`config.mk`:
```
export PLATFORM = sky130hd
export DESIGN_NAME = masku_alu
export DESIGN_NICKNAME = d
export VERILOG_FILES = /design/src/verilog/masku_pkg.sv /design/src/verilog/masku_alu.sv
export SDC_FILE = /design/constraint.sdc
export NUM_CORES = 1
export LEC_CHECK = 0
export BUFFER_PORTS_ARGS = -buffer_cell sky130_fd_sc_hd__buf_4
export CELL_PAD_IN_SITES_DETAIL_PLACEMENT = 1
export CELL_PAD_IN_SITES_GLOBAL_PLACEMENT = 1
export CORE_AREA = 10 10 297 299
export CTS_BUF_LIST = sky130_fd_sc_hd__clkbuf_16
export CTS_CLUSTER_DIAMETER = 120
export DETAILED_ROUTE_END_ITERATION = 7
export DIE_AREA = 0 0 307 309
export HOLD_SLACK_MARGIN = 0.08
export PLACE_DENSITY = 0.62
export SYNTH_ARGS = -nofsm -noshare
export SYNTH_HDL_FRONTEND = slang
export SYNTH_SLANG_ARGS = --single-unit
export TNS_END_PERCENT = 20
```
`constraint.sdc`:
```
create_clock -name clk_i -period 14.5 [get_ports clk_i]
set_input_delay 1.45 -clock clk_i [delete_from_list [all_inputs] [get_ports clk_i]]
set_output_delay 1.45 -clock clk_i [all_outputs]
set_load 0.05 [all_outputs]
```
`src/verilog/masku_pkg.sv`:
```
`default_nettype none

package masku_pkg;

  // --------------------------------------------------------------------------
  // Sizes
  // --------------------------------------------------------------------------
  localparam int unsigned NrLanes      = 2;
  localparam int unsigned ELEN         = 64;
  localparam int unsigned ELENB        = ELEN / 8;
  localparam int unsigned DataWidth    = NrLanes * ELEN;
  localparam int unsigned NrMaskFUnits = 2;
  localparam int unsigned NrOpSlots    = NrMaskFUnits + 2;
  localparam int unsigned PntWidth     = 7;

  typedef logic [ELEN-1:0] elen_t;

  // Slot offset above the v0 and vd slots
  typedef enum logic [0:0] {
    ALU = 1'b0,
    FPU = 1'b1
  } masku_fu_e;

  // log2 of the element width in bytes
  typedef enum logic [1:0] {
    E8  = 2'd0,
    E16 = 2'd1,
    E32 = 2'd2,
    E64 = 2'd3
  } sew_e;

  typedef enum logic [1:0] {
    MCMP  = 2'd0,
    VMAND = 2'd1,
    VMOR  = 2'd2,
    VMXOR = 2'd3
  } mask_op_e;

  typedef struct packed {
    mask_op_e            op;
    masku_fu_e           fu;
    sew_e                sew;
    logic                vm;
    logic [PntWidth-1:0] vrf_pnt;
  } masku_insn_t;

  // One lane's operand words
  typedef struct packed {
    elen_t m;
    elen_t vd;
    elen_t alu;
    elen_t fpu;
  } lane_operands_t;

  // --------------------------------------------------------------------------
  // Byte layout across the lanes
  // --------------------------------------------------------------------------

  // Sequential byte index to shuffled byte index
  function automatic int unsigned shuffle_index(input int unsigned byte_idx, input sew_e sew);
    int unsigned elem;
    int unsigned lane;
    int unsigned pos;
    elem = byte_idx >> sew;
    lane = elem % NrLanes;
    pos  = ((elem / NrLanes) << sew) + (byte_idx % (1 << sew));
    return lane * ELENB + pos;
  endfunction

  // Shuffled byte index back to sequential byte index
  function automatic int unsigned deshuffle_index(input int unsigned byte_idx, input sew_e sew);
    int unsigned lane;
    int unsigned pos;
    int unsigned elem;
    lane = byte_idx / ELENB;
    pos  = byte_idx % ELENB;
    elem = (pos >> sew) * NrLanes + lane;
    return (elem << sew) + (pos % (1 << sew));
  endfunction

endpackage

`default_nettype wire

```
`src/verilog/masku_alu.sv`:
```
`default_nettype none

module masku_alu import masku_pkg::*; (
  input  wire logic                 clk_i,
  input  wire logic                 reset_i,
  input  wire masku_insn_t          insn_i,
  input  wire logic [DataWidth-1:0] alu_seq_i,
  input  wire logic [DataWidth-1:0] vd_seq_i,
  input  wire logic [DataWidth-1:0] m_seq_i,
  input  wire logic [DataWidth-1:0] compressed_i,
  input  wire logic [DataWidth-1:0] bit_enable_i,
  input  wire logic                 ops_valid_i,
  output logic                      ops_consume_o,
  output logic [DataWidth-1:0]      result_o,
  output logic                      result_valid_o,
  input  wire logic                 result_ready_i
);

  logic [DataWidth-1:0] new_bits;
  logic [DataWidth-1:0] result_seq;
  logic [DataWidth-1:0] result_shuf;
  logic [DataWidth-1:0] result_q;
  logic                 result_valid_q;

  // Output register empty or draining this cycle
  assign ops_consume_o = ops_valid_i && (!result_valid_q || result_ready_i);

  // --------------------------------------------------------------------------
  // Result computation
  // --------------------------------------------------------------------------
  always_comb begin
    unique case (insn_i.op)
      VMAND:   new_bits = alu_seq_i & m_seq_i;
      VMOR:    new_bits = alu_seq_i | m_seq_i;
      VMXOR:   new_bits = alu_seq_i ^ m_seq_i;
      default: new_bits = compressed_i;
    endcase
  end

  // Tail and masked-off bits keep vd
  assign result_seq = (new_bits & bit_enable_i) | (vd_seq_i & ~bit_enable_i);

  // Back to lane layout, byte granular
  always_comb begin
    result_shuf = '0;
    for (int unsigned b = 0; b < DataWidth / 8; b++) begin
      result_shuf[8*shuffle_index(b, E8) +: 8] = result_seq[8*b +: 8];
    end
  end

  // --------------------------------------------------------------------------
  // Output register
  // --------------------------------------------------------------------------
  always_ff @(posedge clk_i) begin
    if (reset_i) begin
      result_valid_q <= 1'b0;
    end else if (ops_consume_o) begin
      result_valid_q <= 1'b1;
    end else if (result_ready_i) begin
      result_valid_q <= 1'b0;
    end
  end

  always_ff @(posedge clk_i) begin
    if (ops_consume_o) result_q <= result_shuf;
  end

  assign result_o       = result_q;
  assign result_valid_o = result_valid_q;

endmodule

`default_nettype wire

```
Word-level counts from Yosys, hierarchy flattened. Index checks and enable logic that the tools add are counted.

Flip-flop bits (word level): 129. Input port bits: 657. Logic and storage cells: 19.

Equality and inequality tests: 3. Muxes and demuxes: 3. Bitwise logic cells: 7. Reduce and logical (&&, ||, !) cells: 4.

Operators by type and width (count): $and A128 B128 Y128 (3); $pmux W128 S3 (1); $or A128 B128 Y128 (2); $not A128 Y128 (1); $xor A128 B128 Y128 (1); $eq A2 B2 Y1 const B (2); $eq A2 B1 Y1 const B (1); $mux W1 (2); $reduce_bool A2 Y1 (1); $logic_and A1 B1 Y1 (1); $logic_not A1 Y1 (1); $logic_or A1 B1 Y1 (1).

Longest topological paths before layout.
Word-level depth: 4. Depth in mapped cells: 6.

Least setup slack after synthesis. Ideal clock, no wire load.

Path kind: in2out. From: in result_ready_i. To: out ops_consume_o. Arrival: 11778 ps. Path slack: 1272 ps. Cell stages on the path: 2. Cells stage by stage: inv_1 -> a21boi_0.

Cells in the longest elaborated chain, start to end: 2.

RTL lines: start, declared (RTL line masku_alu.sv:16) `input wire logic result_ready_i`; $logic_or A1 B1 Y1 (RTL line masku_alu.sv:26) `assign ops_consume_o = ops_valid_i && (!result_valid_q || result_ready_i);`; $logic_and A1 B1 Y1 (RTL line masku_alu.sv:26); end, declared (RTL line masku_alu.sv:13) `output logic ops_consume_o,`.

No other way between the ends.

Final worst setup path.
From: in insn_i[12] (netlist bit). To: reg result_q[87], in the netlist result_o[87] (data pin).

Cells in the longest elaborated chain, start to end: 4.

RTL lines: start, declared (RTL line masku_alu.sv:6) `input wire masku_insn_t insn_i,`; $eq A2 B2 Y1 or $eq A2 B1 Y1 (tied branches) (RTL line masku_alu.sv:32) `unique case (insn_i.op)`; $pmux W128 S3 (*) (RTL line masku_alu.sv:32); $and A128 B128 Y128 (*) (RTL line masku_alu.sv:41) `assign result_seq = (new_bits & bit_enable_i) | (vd_seq_i & ~bit_enable_i);`; $or A128 B128 Y128 (*) (RTL line masku_alu.sv:41); named net result_seq[47] (RTL line masku_alu.sv:20) `logic [DataWidth-1:0] result_seq;`; end signal, assigned (RTL line masku_alu.sv:65) `if (ops_consume_o) result_q <= result_shuf;`; end, declared (RTL line masku_alu.sv:22) `logic [DataWidth-1:0] result_q;`.

The timed path passes the listed nets; every way through them passes the cells marked *. A chain may end at the register's enable or synchronous reset.

==> results.py <==
metrics = {
    "outcome": {
        "status": "complete, no violations",
    },
    "cts": {
        "cts_resized": 0,
        "clk_root_buffer_cell": "clkbuf_16",
        "htreeDepth": 4,
        "cts.sinks": 129,
        "numCtsBuffers": 17,
        "path_clk_slew_ps": 70,
        "cts_tree": "done",
        "cts_setup_buffers": 0,
        "cts_hold_buf": 0,
        "clk_latency_ps": 490,
        "clk_path_buf_depth": 2,
    },
    "placed_design": {
        "gp_congestion": 0.808,
        "place_area_sq_um": 21600,
        "portBuffers": 775,
        "dp_hpwl_microns": 58200,
    },
    "synthesis": {
        "synth_top_area_share": 0.259,
        "yosys.area.top_type": "edfxtp_1",
        "synth_mux_area_frac": 0.212,
        "ys_seq_area_frac": 0.260,
        "yosysWarningCount": 0,
        "syn_area_per_cell_sq_um": 9.30,
        "synthAdderAreaFrac": 0.216,
        "synth_top_family_by_area": "adder cells",
        "synth_area_leaders": "edfxtp_1 26%, ha_1 22%, inv_1 13%",
        "syn-instance-count": 1598,
        "synth_xor_xnor_area_share": 0,
        "synthesis.area_sq_um": 14900,
        "synth-simple-area-share": 0.0757,
        "synth_compound_area_frac": 0.0763,
        "ys_ff_latch": 129,
        "synth_cell_types": 19,
        "synth_fp_nets": 2511,
    },
    "routing": {
        "drcViolationCount": 0,
        "wl_per_cell_microns": 19.7,
        "routed_wl_microns": 67500,
        "via_per_inst": 4.01,
        "firstDrtPassIters": 6,
        "vias": 13800,
        "drt_iter0_markers": 414,
        "postRouteAntennaNets": 0,
    },
    "critical_path": {
        "crit_path_max_fanout": 82,
        "critPathCaptureType": "flop",
        "cp.arrival_ps": 4410,
        "cp-start-kind": "primary input",
        "worstPathRequired_ps": 14680,
        "path_class": "primary input to flop",
    },
    "pwr": {
        "power_density_nw_per_um2": 67.7,
        "ir_worst_vdd_mv": 0.0907,
        "p_leak_nw": 12.1,
    },
    "global_routing": {
        "grt_pass1_wl_microns": 95300,
        "antenna_found_initial": 12,
        "grt-ovfl-total": 0,
        "grt_pass1_vias": 14800,
        "grt_util_all_layers": 0.137,
        "grt_start_max_net_pins": 99,
    },
    "floorplanning": {
        "num_rows": 105,
        "die_height_microns": 309,
        "die_x_microns": 307,
        "fp.coreArea_sq_um": 81800,
        "ios": 787,
        "start_util": 0.182,
        "die_area_sq_um": 94900,
    },
    "final_layout": {
        "finalNetCount": 3257,
        "areaGrowthSynthToFinish_pct": 49.7,
        "drive_above_1_share": 0.399,
        "fin_area_sq_um": 22200,
    },
    "timing": {
        "finalMaxSlewViolations": 0,
        "setup_tns_ps": 0,
        "max_freq_mhz": 237,
        "finalClockSkew_ps": 12.8,
        "setup_viol": 0,
        "worst_pin_slew_ps": 995,
        "max_slew_margin": 0.337,
        "final-hold-violation-count": 0,
        "rsz0062_at_grt": "no",
        "layout_min_cycle_time_ps": 4230,
        "period_share": 0.292,
    },
    "run": {
        "cap_violations": 0,
    },
    "min_path": {
        "hp-class": "flop to flop",
    },
}
==> report_power, final <==
part           switching (mW)  total (mW)  internal, mW
registers              0.0102       0.462         0.452
clock network           0.204       0.469         0.266
logic                   0.303       0.575         0.273
total                   0.516        1.51         0.990
==> stage by stage <==
stage | utilization | power (mW) | instances | hold slack, ps | worst slack (ps)
floorplan | - | 0.801 | 1598 | 738 | 1270
global placement | 0.264 | 1.05 | 3395 | 566 | 9730
detailed placement | 0.264 | 1.06 | 3395 | 583 | 9720
CTS | 0.272 | 1.55 | 3427 | 593 | 10270
global route | 0.272 | 1.60 | 3429 | 627 | 10100
finish | 0.272 | 1.51 | 3433 | 590 | 10270
==> worst max-delay path, stage by stage <==
cell and delay (ps):
buf_8 570, buf_4 660, buf_4 780, mux2i_1 170, o311ai_1 650
==> routing by layer <==
layer / part of all wire / track usage / vias to the layer above
met4: 0.030 / 0.0520 / 6
met3: 0.11 / 0.0695 / 69
met2: 0.50 / 0.244 / 495
met1: 0.36 / 0.136 / 6397
li1: - / - / 6792
met5: 0.00076 / 0 / -
==> cells in the mapped netlist <==
cell	n
mux2_4	112
a21oi_1	1
ha_1	256
nor2_1	1
buf_1	1
mux2_2	16
mux2i_1	128
clkbuf_1	13
buf_6	30
inv_1	513
buf_4	1
dfxtp_1	1
a21boi_0	1
clkbuf_4	3
buf_2	9
edfxtp_1	128
nand2_1	128
nand3_1	128
o311ai_1	128
==> path summary, 6_finish.rpt <==
check | from | to | slack [ps] | depth (start not counted)
worst max-delay path | insn_i[12] | result_o[87] | 10270 | 5
worst min-delay path | result_valid_o | result_valid_o | 590 | 2
worst max register to register | result_valid_o | result_o[84] | 12210 | 3
worst min register to register | result_valid_o | result_valid_o | 590 | 2
==> layout make-up <==
cell class | count | area (sq um)
sequential | 129 | 3860
antenna | 6 | 15.0
clock inverter | 15 | 155
multi-input combinational | 899 | 8620
timing repair buffer | 784 | 5900
tap | 1070 | 1340
fill | 9744 | 59600
inverter | 513 | 1930
clock buffer | 17 | 425
==> layout by cell type, fill, tap and decap left out, types with 3 or more instances in the layout <==
cell	netlist	final
buf_4	1	782
bufinv_16	0	3
clkbuf_16	0	17
clkinv_2	0	3
clkinvlp_4	0	3
diode_2	0	6
edfxtp_1	128	128
ha_1	256	256
inv_1	513	518
mux2_2	16	16
mux2_4	112	112
mux2i_1	128	128
nand2_1	128	128
nand3_1	128	128
o311ai_1	128	128
==> flip-flops by register name, summed over array words and instances, names as in the netlist <==
name and count:
result_o 128, result_valid_o 1
==> cell families (layout without fill, tap and decap cells) <==
family,after synthesis,after routing
compound gates,130,130
fa+ha+maj,256,256
buf+inv,570,1329
flops,129,129
mux,256,256
other cells,0,6
simple gates,257,257
(Power assumes the default switching activity.)
